<file path="src/verilog/egress_cfg_pkg.sv">
/* Fixed sizes of the egress input bus and of the port index.
   Imported by the demux, the width converter and the top level. */

package egress_cfg_pkg;

    ////////////////////
    // Input word geometry

    // Bytes carried by one input beat
    localparam int DATA_BYTES = 8;

    // Data bits per input beat
    localparam int DATA_W = DATA_BYTES * 8;

    ////////////////////
    // Port addressing

    // Upper bound on 8-bit plus 32-bit ports together
    localparam int MAX_PORTS = 8;

    // Enough bits to address MAX_PORTS ports
    localparam int PORT_IDX_W = 3;

    // Port index as carried on the input sideband
    typedef logic [PORT_IDX_W-1:0] port_idx_t;

endpackage

</file>
<file path="src/verilog/axis_word_pkg.sv">
/* Data word and keep mask types shared by the buffers and the width
   converters. The union gives byte and dword views of one stored word. */

package axis_word_pkg;

    import egress_cfg_pkg::*;

    ////////////////////
    // Word types

    // One input data word, decoded per byte for 8-bit lanes
    // and per dword for 32-bit lanes
    typedef union packed {
        logic [DATA_W-1:0]                raw;
        logic [DATA_BYTES-1:0][7:0]       bytes;
        logic [DATA_BYTES/4-1:0][31:0]    dwords;
    } axis_word_u;

    // Bit i set means byte i of the word is valid
    typedef logic [DATA_BYTES-1:0] keep_t;

endpackage

</file>
<file path="src/verilog/egress_port_demux.sv">
/* Registers the input stream and steers each beat to the buffer of its
   port. The port is taken from the first beat of a packet. */

module egress_port_demux
    import egress_cfg_pkg::*;
    import axis_word_pkg::*;
#(
    parameter int NUM_PORTS = 6
) (
    input  logic                  clk_ifc,
    input  logic                  rst_n,
    input  logic [DATA_W-1:0]     s_tdata,
    input  keep_t                 s_tkeep,
    input  logic                  s_tlast,
    input  logic                  s_tvalid,
    input  port_idx_t             s_tport,
    output logic [NUM_PORTS-1:0]  wr_en,
    output axis_word_u            wr_word,
    output keep_t                 wr_keep,
    output logic                  wr_last
);

    logic       in_pkt;
    port_idx_t  pkt_port;
    port_idx_t  cur_port;

    // Mid-packet beats follow the port latched on the first beat
    assign cur_port = in_pkt ? pkt_port : s_tport;

    ////////////////////
    // Packet tracking

    always_ff @(posedge clk_ifc or negedge rst_n) begin
        if (!rst_n) begin
            in_pkt   <= 1'b0;
            pkt_port <= '0;
        end else if (s_tvalid) begin
            in_pkt <= !s_tlast;
            if (!in_pkt) begin
                pkt_port <= s_tport;
            end
        end
    end

    // One-hot write strobe; an out-of-range index matches no port
    always_ff @(posedge clk_ifc or negedge rst_n) begin
        if (!rst_n) begin
            wr_en <= '0;
        end else begin
            for (int p = 0; p < NUM_PORTS; p++) begin
                wr_en[p] <= s_tvalid && (cur_port == port_idx_t'(p));
            end
        end
    end

    ////////////////////
    // Beat payload

    always_ff @(posedge clk_ifc) begin
        if (s_tvalid) begin
            wr_word.raw <= s_tdata;
            wr_keep     <= s_tkeep;
            wr_last     <= s_tlast;
        end
    end

endmodule

</file>
<file path="config.mk">
export PLATFORM = sky130hd
export DESIGN_NAME = egress_port_demux
export DESIGN_NICKNAME = d
export VERILOG_FILES = /design/src/verilog/egress_cfg_pkg.sv /design/src/verilog/axis_word_pkg.sv /design/src/verilog/egress_port_demux.sv
export SDC_FILE = /design/constraint.sdc
export NUM_CORES = 1
export LEC_CHECK = 0
export BUFFER_PORTS_ARGS = -buffer_cell sky130_fd_sc_hd__buf_4
export CELL_PAD_IN_SITES_DETAIL_PLACEMENT = 1
export CELL_PAD_IN_SITES_GLOBAL_PLACEMENT = 2
export CORE_MARGIN = 2
export CORE_UTILIZATION = 25
export DETAILED_ROUTE_END_ITERATION = 10
export MAX_ROUTING_LAYER = met4
export PLACE_DENSITY_LB_ADDON = 0.1
export SETUP_SLACK_MARGIN = 0.3
export SKIP_CTS_REPAIR_TIMING = 1
export SLEW_MARGIN = 20
export SYNTH_ARGS = -nofsm -noshare
export SYNTH_HDL_FRONTEND = slang
export SYNTH_SLANG_ARGS = --single-unit
export TNS_END_PERCENT = 1
</file>
<file path="constraint.sdc">
create_clock -name clk_ifc -period 1.4 [get_ports clk_ifc]
set_input_delay 0.07 -clock clk_ifc [delete_from_list [all_inputs] [get_ports clk_ifc]]
set_output_delay 0.07 -clock clk_ifc [all_outputs]
set_load 0.01 [all_outputs]
</file>
==> qor.yml <==
run_status:
  status: "completed"
timing:
  slew_violations: 0
  finClkSkew_ps: 4.855
  tightest_slew_ps: 354.2
  fin_tns_setup_ps: 0
  period_share_pct: 84.49
  slew_headroom_pct: 75.71
  finalSetupViolCount: 0
  finalCriticalPeriod_ps: 1183
  grt_setup_unrepaired: "yes"
  max_freq_mhz: 845.4
  finalHoldViolCount: 0
global_routing:
  antenna_found_initial: 0
  grt_pass1_vias: 1633
  grt_max_degree: 34
  gr-total-overflow: 0
  grt_usage_pct: 12.09
  grt_pass1_wl_mm: 9.666
synth:
  syn_nets: 184
  synth_top_area_share_pct: 84.15
  synth_seq_cells: 83
  yosysTopAreaCell: "edfxtp_1"
  synth_cells: 105
  avgSynthCellArea_um2: 24.81
  ys_types: 12
  ys_top_cells_by_area: "edfxtp_1 84%, dfrtp_1 9.6%, mux2_4 1.2%, and4_1 1.0%, a21oi_1 0.77%"
  seq_area_frac_synth_pct: 93.76
  syn_area_mm2: 0.002605
  yosysWarnings: 0
place:
  dp_hpwl_mm: 5.174
  portBuffers: 157
  placed_cells: 399
  gp_congestion: 0.7319
power_and_ir_drop:
  p_sw_w: 0.001237
  p_leak_nw: 2.086
  powerDensity_mw_per_mm2: 1111
  ir_drop_mv: 0.4988
  power.internal_w: 0.004255
  combinationalPowerShare_pct: 15.9
  clkPwrFrac_pct: 29.8
  switching_share_pct: 22.52
  p_seq_share_pct: 54.3
drt:
  drtAntennaViolNets: 0
  routed_wl_mm: 7.281
  avgRoutedWirePerCell_um: 14.92
  vias_per_cell: 3.916
  vias: 1911
  drtIter0Drc: 51
  drc_errors: 0
  first_pass_iters: 4
worst_setup_path:
  r2r_cells: 2
  ff2ff_setup_slack_ps: 220
  timing.rr.start: "in_pkt"
  cp.arrival_ps: 1460
  worstSetupEndpointType: "flop"
  worstSetupStartpointType: "flop"
  crit_chain: "mux2i_1, and4_1"
  reg2reg_to: "wr_en[0]"
  critPathSlowestCell: "dfrtp_2"
  crit_path_start: "in_pkt"
  cpPeakStageDelay_ps: 490
  criticalPathCategory: "flop to flop"
  crit_required_ps: 1680
  cp_max_fo: 6
clock_network:
  numCtsBuffers: 9
  cts.reportedPaths.clkPinSlew_ps: 80
  htree_num_levels: 3
  cts_root_buffer: "clkbuf_8"
  cts_sinks: 83
  clk_path_buf_depth: 2
  cts_tree: "done"
  clk-insertion-delay-late_ps: 340
finish:
  n_fill_cell: 1051
  seq_area_mm2: 0.002444
  nets: 427
  drive_gt1_share_pct: 51.14
  synthToLayoutAreaGrowth_pct: 89.82
  multiInputGateArea_um2: 177.7
  finalNonFillerCells: 488
  antennaDiodeCount: 0
floorplan:
  io_pins: 158
  start_util_pct: 25.46
  coreArea_mm2: 0.01023
  die-area_mm2: 0.01125
  die_w_um: 106.1
  die_h_um: 106.1
  rows: 37
job:
  cap_violations: 0
min_path:
  hold_path.class: "primary input to flop"
  min_from: "s_tport[2]"
  worst_hold_path.num_cells: 3
  hold_end: "wr_en[1]"
==> how the worst max path moves through the flow <==
stage	endpoint	slack, ps	cells past startpoint
3_3_place_gp	wr_en[1]	180	2
3_5_place_dp	wr_en[3]	130	2
4_1_cts	wr_en[5]	90	2
6_report	wr_en[0]	220	2
5_1_grt	wr_en[0]	160	2
2_1_floorplan	wr_en[1]	290	3
==> registers in the layout, summed over array words and instances (netlist names) <==
| signal | flops |
|---|---|
| pkt_port | 3 |
| in_pkt | 1 |
| wr_keep | 8 |
| wr_word | 64 |
| wr_en | 6 |
| wr_last | 1 |
==> synthesized netlist by cell type <==
| cell type | number |
|---|---|
| nor4_1 | 3 |
| mux2i_2 | 1 |
| and4_1 | 3 |
| clkbuf_1 | 1 |
| a21oi_1 | 4 |
| edfxtp_1 | 73 |
| mux2_4 | 2 |
| mux2i_1 | 2 |
| inv_1 | 1 |
| buf_6 | 1 |
| dfrtp_1 | 10 |
| nor2_1 | 4 |
==> kinds of logic after synthesis <==
logic type	count (synthesis)	share of synthesized area [%]
DFF	83	93.76
and+or+nand+nor	10	2.306
muxes	5	2.450
AOI/OAI and AO/OA	4	0.7685
buffers and inverters	3	0.7202
==> area by class of cell <==
cell class / instances / share of cell area (%)
Multi-Input combinational cell: 19 / 3.593
Clock inverter: 5 / 1.113
Inverter: 1 / 0.07591
Sequential cell: 83 / 49.42
Tap cell: 136 / 3.441
Clock buffer: 10 / 2.581
Timing Repair Buffer: 234 / 39.78
==> metal layers <==
metal | global-route usage (%) | part of all wire, %
met5 | - | 0
met4 | 4.511 | 1.3
met3 | 3.740 | 6.1
met2 | 19.22 | 50
met1 | 14.58 | 42
==> critical path: cells and delay by family, from the launching register on <==
family        cells  cell delay, ps
mux               1             390
flops             1             490
simple gates      1             240
==> layout by cell type, fill, tap and decap left out, drive strengths merged, types with 2 or more instances in the layout <==
cell type / count
mux2: 2
dlygate4sd3: 74
nor4: 3
edfxtp: 73
a21oi: 4
buf: 160
mux2i: 3
clkbuf: 10
clkinv: 3
dfrtp: 10
nor2: 4
and4: 3
==> stage by stage <==
step,hold WS (ps),instance area [µm²],util (%),power (W),setup WS (ps)
global route,42.39,4945,48.33,0.005727,163.4
global placement,-93.18,3986,38.96,0.003710,178.8
finish,54.25,4945,48.33,0.005492,217.2
floorplan,-225.6,2605,-,0.003198,294.8
detailed placement,-89.61,3986,38.96,0.003728,129.3
CTS,-469.4,4169,40.75,0.005378,85.96
==> power by group through the flow <==
stage	Clock (W)	Combinational [W]	Sequential, W
4_1_cts	0.00171	0.000691	0.00298
3_3_place_gp	0	0.000683	0.00303
6_report	0.00163	0.000875	0.00298
2_1_floorplan	0	0.0000739	0.00312
5_1_grt	0.00179	0.000934	0.00300
3_5_place_dp	0	0.000691	0.00304
(Power assumes the default switching activity.)
