**config.mk**
```make
export PLATFORM = sky130hd
export DESIGN_NAME = egress_width_conv
export DESIGN_NICKNAME = d
export VERILOG_FILES = /design/src/verilog/egress_cfg_pkg.sv /design/src/verilog/axis_word_pkg.sv /design/src/verilog/egress_width_conv.sv
export SDC_FILE = /design/constraint.sdc
export NUM_CORES = 1
export LEC_CHECK = 0
export ABC_AREA = 1
export BUFFER_PORTS_ARGS = -buffer_cell sky130_fd_sc_hd__buf_2
export CAP_MARGIN = 5
export CORE_AREA = 3 3 82 84
export CTS_BUF_LIST = sky130_fd_sc_hd__clkbuf_8
export DETAILED_ROUTE_END_ITERATION = 16
export DIE_AREA = 0 0 85 87
export PLACE_DENSITY = 0.87
export SYNTH_ARGS = -nofsm -noshare
export SYNTH_HDL_FRONTEND = slang
export SYNTH_SLANG_ARGS = --single-unit
```
**constraint.sdc**
```tcl
create_clock -name clk_ifc -period 6 [get_ports clk_ifc]
set_input_delay 1.2 -clock clk_ifc [delete_from_list [all_inputs] [get_ports clk_ifc]]
set_output_delay 1.2 -clock clk_ifc [all_outputs]
set_load 0.005 [all_outputs]
```
**src/verilog/egress_cfg_pkg.sv**
```systemverilog
/* Fixed sizes of the egress input bus and of the port index.
   Imported by the demux, the width converter and the top level. */

package egress_cfg_pkg;

    ////////////////////
    // Input word geometry

    // Bytes carried by one input beat
    localparam int DATA_BYTES = 8;

    // Data bits per input beat
    localparam int DATA_W = DATA_BYTES * 8;

    ////////////////////
    // Port addressing

    // Upper bound on 8-bit plus 32-bit ports together
    localparam int MAX_PORTS = 8;

    // Enough bits to address MAX_PORTS ports
    localparam int PORT_IDX_W = 3;

    // Port index as carried on the input sideband
    typedef logic [PORT_IDX_W-1:0] port_idx_t;

endpackage

```
**src/verilog/axis_word_pkg.sv**
```systemverilog
/* Data word and keep mask types shared by the buffers and the width
   converters. The union gives byte and dword views of one stored word. */

package axis_word_pkg;

    import egress_cfg_pkg::*;

    ////////////////////
    // Word types

    // One input data word, decoded per byte for 8-bit lanes
    // and per dword for 32-bit lanes
    typedef union packed {
        logic [DATA_W-1:0]                raw;
        logic [DATA_BYTES-1:0][7:0]       bytes;
        logic [DATA_BYTES/4-1:0][31:0]    dwords;
    } axis_word_u;

    // Bit i set means byte i of the word is valid
    typedef logic [DATA_BYTES-1:0] keep_t;

endpackage

```
**src/verilog/egress_width_conv.sv**
```systemverilog
/* Splits buffered 64-bit words into lanes of LANE_BYTES bytes for one
   egress port, trimming the final word to its highest kept byte. */

module egress_width_conv
    import egress_cfg_pkg::*;
    import axis_word_pkg::*;
#(
    // Lane width in bytes, 1 or 4
    parameter int LANE_BYTES = 1
) (
    input  logic                     clk_ifc,
    input  logic                     rst_n,
    input  axis_word_u               rd_word,
    input  keep_t                    rd_keep,
    input  logic                     rd_last,
    input  logic                     rd_valid,
    input  logic                     m_tready,
    output logic                     rd_ready,
    output logic [LANE_BYTES*8-1:0]  m_tdata,
    output logic [LANE_BYTES-1:0]    m_tkeep,
    output logic                     m_tvalid,
    output logic                     m_tlast
);

    localparam int LANES  = DATA_BYTES / LANE_BYTES;
    localparam int LANE_W = $clog2(LANES);

    axis_word_u         word_q;
    keep_t              keep_q;
    logic               last_q;
    logic [LANE_W-1:0]  lane_q;
    logic [LANE_W-1:0]  end_lane_q;
    logic               final_lane;

    // Lane holding the highest kept byte of a word
    function automatic logic [LANE_W-1:0] top_lane(input keep_t keep);
        int hi;
        hi = 0;
        for (int i = 0; i < DATA_BYTES; i++) begin
            if (keep[i]) begin
                hi = i;
            end
        end
        return LANE_W'(hi / LANE_BYTES);
    endfunction

    assign final_lane = (lane_q == end_lane_q);

    // Next word is taken as the current one finishes without a bubble
    assign rd_ready = !m_tvalid || (m_tready && final_lane);

    ////////////////////
    // Lane stepping

    always_ff @(posedge clk_ifc or negedge rst_n) begin
        if (!rst_n) begin
            m_tvalid <= 1'b0;
            lane_q   <= '0;
        end else if (rd_ready) begin
            m_tvalid <= rd_valid;
            lane_q   <= '0;
        end else if (m_tready) begin
            lane_q <= lane_q + 1'b1;
        end
    end

    always_ff @(posedge clk_ifc) begin
        if (rd_ready && rd_valid) begin
            word_q     <= rd_word;
            keep_q     <= rd_keep;
            last_q     <= rd_last;
            end_lane_q <= rd_last ? top_lane(rd_keep) : LANE_W'(LANES - 1);
        end
    end

    ////////////////////
    // Lane output

    if (LANE_BYTES == 1) begin : g_byte_lane
        assign m_tdata = word_q.bytes[lane_q];
    end else begin : g_dword_lane
        assign m_tdata = word_q.dwords[lane_q];
    end

    assign m_tkeep = keep_q[lane_q*LANE_BYTES +: LANE_BYTES];
    assign m_tlast = last_q && final_lane;

endmodule

```
==> flow_metrics.tcl <==
set metrics [dict create \
    outcome "finished clean" \
    track_usage 0.191 \
    cts_max_path_buffers 2 \
    fillers 468 \
    synth_top_family_by_area "simple AND/OR/NAND/NOR gates" \
    synth_nets 348 \
    cts_made_buffers 9 \
    cellLeakagePower_nw 1.57 \
    hold_buffers 0 \
    design.core.area_sq_um 5990 \
    synth_area_per_cell_sq_um 12.0 \
    ant_nets 0 \
    drv_slew 0 \
    powerDensity_nw_per_um2 413 \
    worst_slew_pin_slew_ps 1200 \
    n_antenna_cell 0 \
    synth_compound_area_frac 0.0912 \
    clk_pin_slew_ps 80 \
    start_util 0.540 \
    crit_path_top_delay_cell "dfrtp_1" \
    met2WireLength_um 3420 \
    critPathMaxStageDelay_ps 1140 \
    synthAdderAreaFrac 0.00387 \
    drt_iter0_markers 135 \
    wl_um 6620 \
    io_buffers 88 \
    syn_area_sq_um 3240 \
    cp.required_ps 4800 \
    layout_commonest_cell "buf_2" \
    final_cell_mix "buf_2, edfxtp_1, nor2_1, nand2_1, o21ai_0" \
    grt_max_degree 57 \
    drc 0 \
    netlist_instances 270 \
    path_class "reg -> out" \
    met3_length_um 475 \
    wl_per_cell_um 15.1 \
    period_share 0.580 \
    place_area_sq_um 3710 \
    cts_max_level 3 \
    yosysTopAreaCell "edfxtp_1" \
    fp.dieH_um 87 \
    ctsResizeCount 0 \
    io_pins 89 \
    finalClockSkew_ps 10.8 \
    hp-class "in -> async" \
    die_w_um 85 \
    critPathCaptureType "output port" \
    routed.top_layer "met4" \
    yosys.area_share.simple 0.123 \
    rsz0062_at_grt "false" \
    cts_root_buffer "clkbuf_8" \
    grt_overflow 0 \
    yosys_warnings 0 \
    fin_nets 436 \
    path_cells "o21ai_0 > o21ai_1 > nand2_1 > nand2_1 > buf_2" \
    rows 28 \
    multi_input_area_sq_um 743 \
    path_max_fanout 39 \
    cts_tree "done" \
    drv_cap 0 \
    synth.area.mux_share 0 \
    synth-xor-area-share 0.00812 \
    ys_types 22 \
    antenna_found_initial 0 \
    drive_above_1_share 0.292 \
    dieArea_sq_um 7400 \
    yosysSeqAreaShare 0.736 \
    worstSetupStartpointType "flop" \
    timing.hold.ws_ps 642 \
    synthDominantCellAreaShare 0.705 \
    cp_common_cell "nand2_1" \
    area_growth_pct 21.3 \
    vias_per_cell 5.07 \
    tns_ps 0 \
    hold_violations 0 \
    synth-seq-cells 80 \
    regArea_sq_um 2380 \
    final_area_sq_um 3930 \
    drt-met1-wl_um 2570 \
    dr.pass1.iters 4 \
    slew_headroom 0.199 \
    final_cells 438 \
    gp_congestion 0.819 \
    fmaxAchievable_mhz 287 \
    synth.area.top_cells "edfxtp_1, nor2_1, o21ai_0" \
    hpwl_um 4320 \
    ir_drop_mv 0.231 \
    timing.final.crit_period_ps 3480 \
    num_vias 2219 \
    arrival_ps 2280 \
    post-place-cells 422 \
    grt_pass1_wl_um 10500 \
    grt_pass1_vias 2207 \
    clock_sinks 80 \
    clock_latency_ps 340 \
    setup_viol 0 \
    post_cts_buffers 0 \
]
## Yosys cell counts
master	instances
a21oi_1	3
buf_2	7
buf_4	2
buf_6	1
buf_8	1
clkbuf_1	1
clkbuf_2	1
dfrtp_1	4
edfxtp_1	76
ha_1	1
inv_1	9
inv_2	1
nand2_1	37
nand2_2	1
nand3_1	1
nand4_1	1
nor2_1	63
nor3_1	1
o21ai_0	32
o21ai_1	24
xnor2_1	2
xor2_1	1
## worst paths after layout
path | from | end | slack (ps) | cells after the start
worst max-delay path | lane_q[1]$_DFFE_PN0P_ | m_tdata[7] | 2520 | 5
max in group asynchronous | rst_n | m_tvalid$_DFFE_PN0P_ | 5240 | 1
min in group clk_ifc | m_tvalid$_DFFE_PN0P_ | m_tvalid$_DFFE_PN0P_ | 640 | 2
worst min-delay path | rst_n | lane_q[2]$_DFFE_PN0P_ | 640 | 1
worst max register to register | lane_q[1]$_DFFE_PN0P_ | word_q[47]$_DFFE_PP_ | 2740 | 5
worst min register to register | m_tvalid$_DFFE_PN0P_ | m_tvalid$_DFFE_PN0P_ | 640 | 2
## worst max-delay path, delay by kind of cell, from the launching register on
family,cells,cell delay [ps]
AOI/OAI and AO/OA,2,480
buffers and inverters,1,110
and+or+nand+nor,2,180
DFF,1,1140
## sequential cells by signal (all words and copies together), names as in the netlist
| name | count |
|---|---|
| word_q | 64 |
| end_lane_q | 3 |
| lane_q | 3 |
| last_q | 1 |
| keep_q | 8 |
| m_tvalid | 1 |
## through the flow
| step | power, mW | util | worst slack, ps |
|---|---|---|---|
| finish | 1.62 | 0.655 | 2520 |
| global route | 1.74 | 0.655 | 2280 |
| CTS | 1.63 | 0.655 | 2550 |
| detailed placement | 1.21 | 0.620 | 2770 |
| global placement | 1.19 | 0.620 | 2860 |
| floorplan | 1.07 | - | 473 |
## cell type report
type                            instances  area share
Tap cell                               75      0.0239
Multi-Input combinational cell        167       0.189
Clock buffer                           10      0.0351
Sequential cell                        80       0.607
Inverter                               10     0.00956
Timing Repair Buffer                   90       0.116
Clock inverter                          6      0.0194
## report_power, final
group	internal, mW	switching (mW)	leakage [nW]
registers	0.669	0.0579	0.731
clock network	0.241	0.179	0.120
logic	0.179	0.298	0.715
total	1.09	0.534	1.57
## metal layers
layer	vias up	GRT usage
met3	12	0.0501
met5	-	0
met1	1022	0.230
li1	1109	-
met2	76	0.316
met4	0	0.0993
## cells by family after synthesis
| family | after synthesis |
|---|---|
| AOI/OAI and AO/OA | 59 |
| xor gates and xnor gates | 3 |
| adders and majority gates | 1 |
| buffers and inverters | 23 |
| DFF | 80 |
| and+or+nand+nor | 104 |
No activity file was read; power rests on OpenSTA's default activity.
