<file path="src/verilog/egress_cfg_pkg.sv">
/* Fixed sizes of the egress input bus and of the port index.
   Imported by the demux, the width converter and the top level. */

package egress_cfg_pkg;

    ////////////////////
    // Input word geometry

    // Bytes carried by one input beat
    localparam int DATA_BYTES = 8;

    // Data bits per input beat
    localparam int DATA_W = DATA_BYTES * 8;

    ////////////////////
    // Port addressing

    // Upper bound on 8-bit plus 32-bit ports together
    localparam int MAX_PORTS = 8;

    // Enough bits to address MAX_PORTS ports
    localparam int PORT_IDX_W = 3;

    // Port index as carried on the input sideband
    typedef logic [PORT_IDX_W-1:0] port_idx_t;

endpackage

</file>
<file path="src/verilog/axis_word_pkg.sv">
/* Data word and keep mask types shared by the buffers and the width
   converters. The union gives byte and dword views of one stored word. */

package axis_word_pkg;

    import egress_cfg_pkg::*;

    ////////////////////
    // Word types

    // One input data word, decoded per byte for 8-bit lanes
    // and per dword for 32-bit lanes
    typedef union packed {
        logic [DATA_W-1:0]                raw;
        logic [DATA_BYTES-1:0][7:0]       bytes;
        logic [DATA_BYTES/4-1:0][31:0]    dwords;
    } axis_word_u;

    // Bit i set means byte i of the word is valid
    typedef logic [DATA_BYTES-1:0] keep_t;

endpackage

</file>
<file path="src/verilog/egress_pkt_buffer.sv">
/* Store-and-forward packet buffer for one egress port. A packet that does
   not fit is dropped whole and reported on overflow for one cycle. */

module egress_pkt_buffer
    import axis_word_pkg::*;
#(
    // Depth in words, a power of two
    parameter int BUF_WORDS = 16
) (
    input  logic        clk_ifc,
    input  logic        rst_n,
    input  logic        wr_en,
    input  axis_word_u  wr_word,
    input  keep_t       wr_keep,
    input  logic        wr_last,
    input  logic        rd_ready,
    output axis_word_u  rd_word,
    output keep_t       rd_keep,
    output logic        rd_last,
    output logic        rd_valid,
    output logic        overflow
);

    localparam int AW    = $clog2(BUF_WORDS);
    // Extra wrap bit tells a full buffer from an empty one
    localparam int PTR_W = AW + 1;

    axis_word_u  mem_word [BUF_WORDS];
    keep_t       mem_keep [BUF_WORDS];
    logic        mem_last [BUF_WORDS];

    logic [PTR_W-1:0]  spec_ptr;
    logic [PTR_W-1:0]  commit_ptr;
    logic [PTR_W-1:0]  rd_ptr;
    logic [PTR_W-1:0]  fill;
    logic              dropping;
    logic              full;
    logic              wr_accept;
    logic              avail;
    logic              rd_load;

    // Occupancy counts speculative words as well
    assign fill      = spec_ptr - rd_ptr;
    assign full      = (fill == PTR_W'(BUF_WORDS));
    assign wr_accept = wr_en && !dropping && !full;

    // Only whole packets are visible to the read side
    assign avail   = (rd_ptr != commit_ptr);
    assign rd_load = avail && (!rd_valid || rd_ready);

    ////////////////////
    // Write side

    always_ff @(posedge clk_ifc or negedge rst_n) begin
        if (!rst_n) begin
            spec_ptr   <= '0;
            commit_ptr <= '0;
            dropping   <= 1'b0;
            overflow   <= 1'b0;
        end else begin
            overflow <= 1'b0;
            if (wr_en) begin
                if (dropping) begin
                    // Swallow the tail of a dropped packet
                    if (wr_last) begin
                        dropping <= 1'b0;
                    end
                end else if (full) begin
                    // Rewind to the last packet boundary
                    spec_ptr <= commit_ptr;
                    overflow <= 1'b1;
                    dropping <= !wr_last;
                end else begin
                    spec_ptr <= spec_ptr + 1'b1;
                    if (wr_last) begin
                        commit_ptr <= spec_ptr + 1'b1;
                    end
                end
            end
        end
    end

    always_ff @(posedge clk_ifc) begin
        if (wr_accept) begin
            mem_word[spec_ptr[AW-1:0]] <= wr_word;
            mem_keep[spec_ptr[AW-1:0]] <= wr_keep;
            mem_last[spec_ptr[AW-1:0]] <= wr_last;
        end
    end

    ////////////////////
    // Read side

    // Output register refills in the same cycle it is drained
    always_ff @(posedge clk_ifc or negedge rst_n) begin
        if (!rst_n) begin
            rd_ptr   <= '0;
            rd_valid <= 1'b0;
        end else if (rd_load) begin
            rd_ptr   <= rd_ptr + 1'b1;
            rd_valid <= 1'b1;
        end else if (rd_ready) begin
            rd_valid <= 1'b0;
        end
    end

    always_ff @(posedge clk_ifc) begin
        if (rd_load) begin
            rd_word <= mem_word[rd_ptr[AW-1:0]];
            rd_keep <= mem_keep[rd_ptr[AW-1:0]];
            rd_last <= mem_last[rd_ptr[AW-1:0]];
        end
    end

endmodule

</file>
<file path="config.mk">
export PLATFORM = sky130hd
export DESIGN_NAME = egress_pkt_buffer
export DESIGN_NICKNAME = d
export VERILOG_FILES = /design/src/verilog/egress_cfg_pkg.sv /design/src/verilog/axis_word_pkg.sv /design/src/verilog/egress_pkt_buffer.sv
export SDC_FILE = /design/constraint.sdc
export NUM_CORES = 1
export LEC_CHECK = 0
export BUFFER_PORTS_ARGS = -buffer_cell sky130_fd_sc_hd__clkbuf_2
export CELL_PAD_IN_SITES_DETAIL_PLACEMENT = 0
export CELL_PAD_IN_SITES_GLOBAL_PLACEMENT = 1
export CORE_ASPECT_RATIO = 1.75
export CORE_UTILIZATION = 42
export DETAILED_ROUTE_END_ITERATION = 12
export PLACE_DENSITY = 0.66
export RECOVER_POWER = 50
export SLEW_MARGIN = 20
export SYNTH_ARGS = -nofsm -noshare
export SYNTH_HDL_FRONTEND = slang
export SYNTH_SLANG_ARGS = --single-unit
</file>
<file path="constraint.sdc">
create_clock -name clk_ifc -period 17.85 [get_ports clk_ifc]
set_clock_uncertainty 0.05 [all_clocks]
set_input_delay 3.57 -clock clk_ifc [delete_from_list [all_inputs] [get_ports clk_ifc]]
set_output_delay 3.57 -clock clk_ifc [all_outputs]
set_load 0.02 [all_outputs]
</file>
==> flow_summary.yaml, run 1 <==
placed_design:
  dp_slack_ns: 10.91
  dpl.hpwl_um: 60800
  port_buffers: 151
  place_inst: 3840
  place_area_um2: 50200
  gp_congestion: 0.763
drt:
  wire_per_inst_um: 26.8
  drt-initial-drc-count: 1755
  via_per_inst: 5.59
  antenna_left: 0
  totalWireLength_um: 108000
  dr.pass1.iters: 8
  drc: 0
  dr_total_vias: 22600
finish:
  final_common_cell: "edfxtp_1"
  nets: 2554
  n_fill_cell: 9315
  final_cell_mix: "edfxtp_1 (1,241), mux2i_1 (293), a221oi_1 (146), mux4_2 (146), clkbuf_16 (110)"
  utilization_pct: 47.5
  syn_to_final_growth_pct: 11.9
  fin_cells: 4046
  fin_area_um2: 53700
  drive_gt1_share_pct: 17.2
die:
  fp.dieW_um: 257
  start_util_pct: 42.5
  io_pins: 152
  die_area_um2: 116000
  row_count: 163
  die_y_um: 449
  core_um2: 113000
yosys:
  synth_top_area_share_pct: 77.7
  synth.largest_area_cell: "edfxtp_1"
  syn_area_per_cell_um2: 20.9
  ys_ff_latch: 1259
  syn_inst: 2300
  yosysWarnings: 0
  netlist_area_um2: 48000
  ys_top_cells_by_area: "edfxtp_1 (78%), mux4_2 (6.9%), mux2i_1 (6.1%), a221oi_1 (2.7%), a22oi_1 (1.2%)"
  synth_fp_nets: 2386
  yosysSeqAreaShare_pct: 78.6
  synth_cell_types: 39
sta:
  drv_slew: 355
  setup_viol: 0
  fin_tns_setup_ns: 0
  fin_crit_sh_pct: 58.4
  final-hold-violation-count: 0
  fin_ws_ns: 7.42
  rsz0062_at_grt: "no"
  min_period_ns: 10.43
  tightest_slew_ns: 4.86
  timing.fmax_mhz: 95.9
  slew_headroom_pct: -226
clocking:
  numCtsBuffers: 109
  cts_resized: 0
  tritoncts: "done"
  post_cts_buffers: 0
  cts_buffer_depth: 3
  insertion_delay_ns: 0.72
  clockRootBuffer: "clkbuf_16"
  hold_buffers: 0
  clock-sinks: 1259
  ctsHtreeMaxLevel: 3
  clkTransAtPathRegs_ns: 0.07
global_routing:
  grt_pass1_wl_um: 160000
  grt_max_degree: 98
  grt_pass1_vias: 24200
  overflow: 0
  antenna_found_initial: 5
  grt_usage_pct: 18.8
outcome:
  violations: "max-capacitance violations, max-slew violations"
  outcome: "finished with violations"
flow_run:
  cap_viol_max_count: 7
power_and_ir_drop:
  vdd_ir_drop_max_mv: 0.114
  leakage_nw: 17.5
  p_per_area_nw_per_um2: 162
critical_path:
  crit_required_ns: 18.38
  arrival_ns: 10.96
  cp-start-kind: "flop"
  crit_type: "reg -> reg"
  cp_max_fo: 61
  end_kind: "flop"
worst_hold_path:
  hold_path.class: "reg -> reg"
-- cell usage after synthesis, drive strengths merged --
library cell,instances
edfxtp,1241
o21ai,74
inv,6
or3,2
buf,92
nand3b,1
dfrtp,18
clkbuf,37
nand4,4
or3b,1
mux2i,293
and3,16
o2111ai,2
xnor2,12
xor2,2
a22o,2
nand2b,3
nand4bb,1
mux4,146
nor3,1
a22oi,74
o211ai,3
mux2,6
nor2b,5
o311ai,1
nand2,84
a221o,1
a21oi,3
and2,4
a221oi,146
a31oi,1
nor2,3
ha,9
nand3,5
o22ai,1
-- cell families after synthesis --
| kind of cell | synth area share [%] |
|---|---|
| flip-flops | 78.6 |
| multiplexers | 13.1 |
| AO/OA/AOI/OAI | 4.81 |
| buffers and inverters | 1.71 |
| AND/OR/NAND/NOR | 1.24 |
| XOR/XNOR | 0.256 |
| adder cells (fa/ha/maj) | 0.235 |
-- path summary, 6_finish.rpt --
path | endpoint | cells past startpoint | start | slack [ns]
setup / recovery | rd_word[15] | 6 | rd_ptr[0] | 7.42
max in group asynchronous | rd_ptr[1] | 1 | rst_n | 14.07
hold reg to reg | rd_ptr[4] | 1 | rd_ptr[4] | 0.49
hold / removal | rd_ptr[4] | 1 | rd_ptr[4] | 0.49
min in group asynchronous | spec_ptr[3] | 1 | rst_n | 2.95
setup reg to reg | rd_word[15] | 6 | rd_ptr[0] | 7.42
-- sequential cells by signal, summed over array words and instances, names as in the netlist --
signal	flops
mem_word	1024
mem_keep	128
rd_word	64
mem_last	16
rd_keep	8
commit_ptr	5
rd_ptr	5
spec_ptr	5
dropping	1
overflow	1
rd_last	1
rd_valid	1
-- per-layer routing --
layer / share of wire [%] / global-route usage [%] / up-vias / routed length (um)
met5: 0.0074 / 0 / - / 8
met4: 3.0 / 6.82 / 2 / 3200
met3: 4.1 / 2.61 / 152 / 4420
met2: 54 / 34.0 / 602 / 58400
met1: 39 / 22.7 / 11900 / 42200
li1: - / - / 9980 / -
-- worst max-delay path, cell delays in order, from the launching register on --
cell	delay, ns
dfrtp_1	2.29
clkbuf_1	2.92
clkbuf_1	3.41
mux2i_1	0.74
a221oi_1	0.51
o21ai_0	0.14
nand2_1	0.12
-- final cells by class --
class / instances / area (um^2) / area share, %
inverter: 6 / 26.3 / 0.0490
tap: 1485 / 1860 / 3.46
multi-input combinational: 906 / 9510 / 17.7
timing repair buffer: 186 / 956 / 1.78
clock inverter: 78 / 781 / 1.45
sequential: 1259 / 37700 / 70.3
clock buffer: 125 / 2810 / 5.23
antenna: 1 / 2.50 / 0.00466
-- report_power, final --
part	switching (mW)	total [mW]	internal [mW]
registers	0.192	3.86	3.67
logic	1.50	2.47	0.963
clock network	1.06	2.38	1.32
total	2.76	8.71	5.96
-- stage by stage --
stage	power (mW)	hold WS, ns
after floorplan	5.60	0.453
after global placement	6.36	0.475
after detailed placement	6.38	0.473
after CTS	8.76	0.494
after global routing	9.10	0.530
final	8.71	0.490
Note: power is estimated with default switching activity, not from simulation.
==> inputs of run 2 (changes only) <==
PLACE_DENSITY = 0.69   (was 0.66)
clock period = 8.85 ns   (was 17.85 ns; I/O delays follow)
==> run 2 against run 1 <==
  * The run still ends with max-capacitance violations, max-slew violations left
  * Sequential cell count did not move
  * Setup slack got worse by 5.1 ns
  * Design area rose by 0.12%
  * First-iteration DRC count fell by 0.46%
  * Critical endpoint is now rd_word[56]
==> flow_summary.yaml, run 2 (synthesis gave the netlist of run 1 again) <==
outcome:
  outcome: "finished with violations"
  violations: "max-capacitance violations, max-slew violations"
sta:
  final-hold-violation-count: 0
  hold_ws_ns: 0.508
  slew_headroom_pct: -98.3
  min_period_ns: 6.54
  drv_slew: 126
  setup_viol: 0
  rsz0062_at_grt: "no"
  fin_crit_sh_pct: 73.9
  fin_tns_setup_ns: 0
  tightest_slew_ns: 2.97
  timing.fmax_mhz: 153
placed_design:
  dpl.hpwl_um: 61400
  port_buffers: 151
  gp_congestion: 0.769
critical_path:
  end_kind: "flop"
  arrival_ns: 6.87
  r2r-start: "rd_ptr[2]"
  endpoint: "rd_word[56]"
  crit_path_start: "rd_ptr[2]"
  ff2ff_path_depth: 5
  rrSetupSlack_ns: 2.31
  cp-start-kind: "flop"
  crit_type: "reg -> reg"
  cp_max_fo: 66
  crit_required_ns: 9.18
  r2r_end: "rd_word[56]"
drt:
  drc: 0
  top_layer: "met5"
  dr_total_vias: 22900
  wire_per_inst_um: 27.2
  dr_wl_met2_um: 60600
  totalWireLength_um: 110000
  met3_length_um: 5140
  drt-initial-drc-count: 1747
  via_per_inst: 5.65
  wl_met1_um: 41600
  dr.pass1.iters: 5
  antenna_left: 0
clocking:
  cts_buffer_depth: 3
  numCtsBuffers: 108
  clockRootBuffer: "clkbuf_16"
  ctsHtreeMaxLevel: 3
  tritoncts: "done"
  cts_resized: 0
  clkTransAtPathRegs_ns: 0.07
  hold_buffers: 0
  post_cts_buffers: 0
  clock-sinks: 1259
  insertion_delay_ns: 0.71
power_and_ir_drop:
  power_mw: 17.5
  vdd_ir_drop_max_mv: 0.201
  leakage_nw: 17.4
  p_per_area_nw_per_um2: 326
finish:
  syn_to_final_growth_pct: 12.0
  final_cell_mix: "edfxtp_1 (1,241), mux2i_1 (293), clkbuf_1 (161)"
  largest_reg_flops: 1024
  nets: 2555
  drive_gt1_share_pct: 14.7
  utilization_pct: 47.6
  final_common_cell: "edfxtp_1"
  n_fill_cell: 9259
die:
  io_pins: 152
  die_y_um: 449
  core_um2: 113000
  die_area_um2: 116000
  fp.dieW_um: 257
  start_util_pct: 42.5
  row_count: 163
worst_hold_path:
  hold_path.class: "reg -> reg"
  worstHoldStart: "dropping"
global_routing:
  grt_max_degree: 140
  overflow: 0
  antenna_found_initial: 14
  grt_pass1_wl_um: 162000
  grt_pass1_vias: 24200
  grt_usage_pct: 19.1
flow_run:
  cap_viol_max_count: 3
-- run 2: cell type report --
cell class | count | area, um^2 | area share, %
Antenna cell | 3 | 7.51 | 0.0140
Clock buffer | 124 | 2810 | 5.22
Clock inverter | 77 | 836 | 1.56
Inverter | 6 | 26.3 | 0.0489
Multi-Input combinational cell | 906 | 9520 | 17.7
Sequential cell | 1259 | 37700 | 70.2
Tap cell | 1485 | 1860 | 3.46
Timing Repair Buffer | 188 | 960 | 1.79
-- run 2: critical path: stages, from the launching register on --
cell      delay, ns
dfrtp_1        2.03
and2_0         2.31
buf_4          1.04
a221oi_1       0.25
o21ai_0        0.24
nand2_1        0.25
-- run 2: stage by stage --
stage,instance area (um^2),worst slack (ns),cells
floorplan,48000,1.20,2300
global placement,50200,3.90,3839
detailed placement,50200,3.82,3840
CTS,53800,3.92,4041
global route,53700,2.10,4047
finish,53700,2.31,4048
-- run 2: layer usage --
metal	GRT usage [%]	vias to the layer above
met5	0	-
met4	5.81	16
met3	3.12	158
met2	35.4	580
met1	22.3	12100
li1	-	9973
-- run 2: report_power, final --
part | switching [mW] | internal, mW
Clock | 2.11 | 2.77
Combinational | 3.09 | 1.80
Sequential | 0.369 | 7.40
Total | 5.56 | 12.0
-- run 2: worst min path at each step --
stage | endpoint | slack [ns] | cells after the start
2_1_floorplan | rd_ptr[4] | 0.45 | 1
3_3_place_gp | dropping | 0.49 | 2
3_5_place_dp | commit_ptr[2] | 0.50 | 1
4_1_cts | rd_ptr[4] | 0.51 | 1
5_1_grt | commit_ptr[2] | 0.54 | 1
6_report | dropping | 0.51 | 2
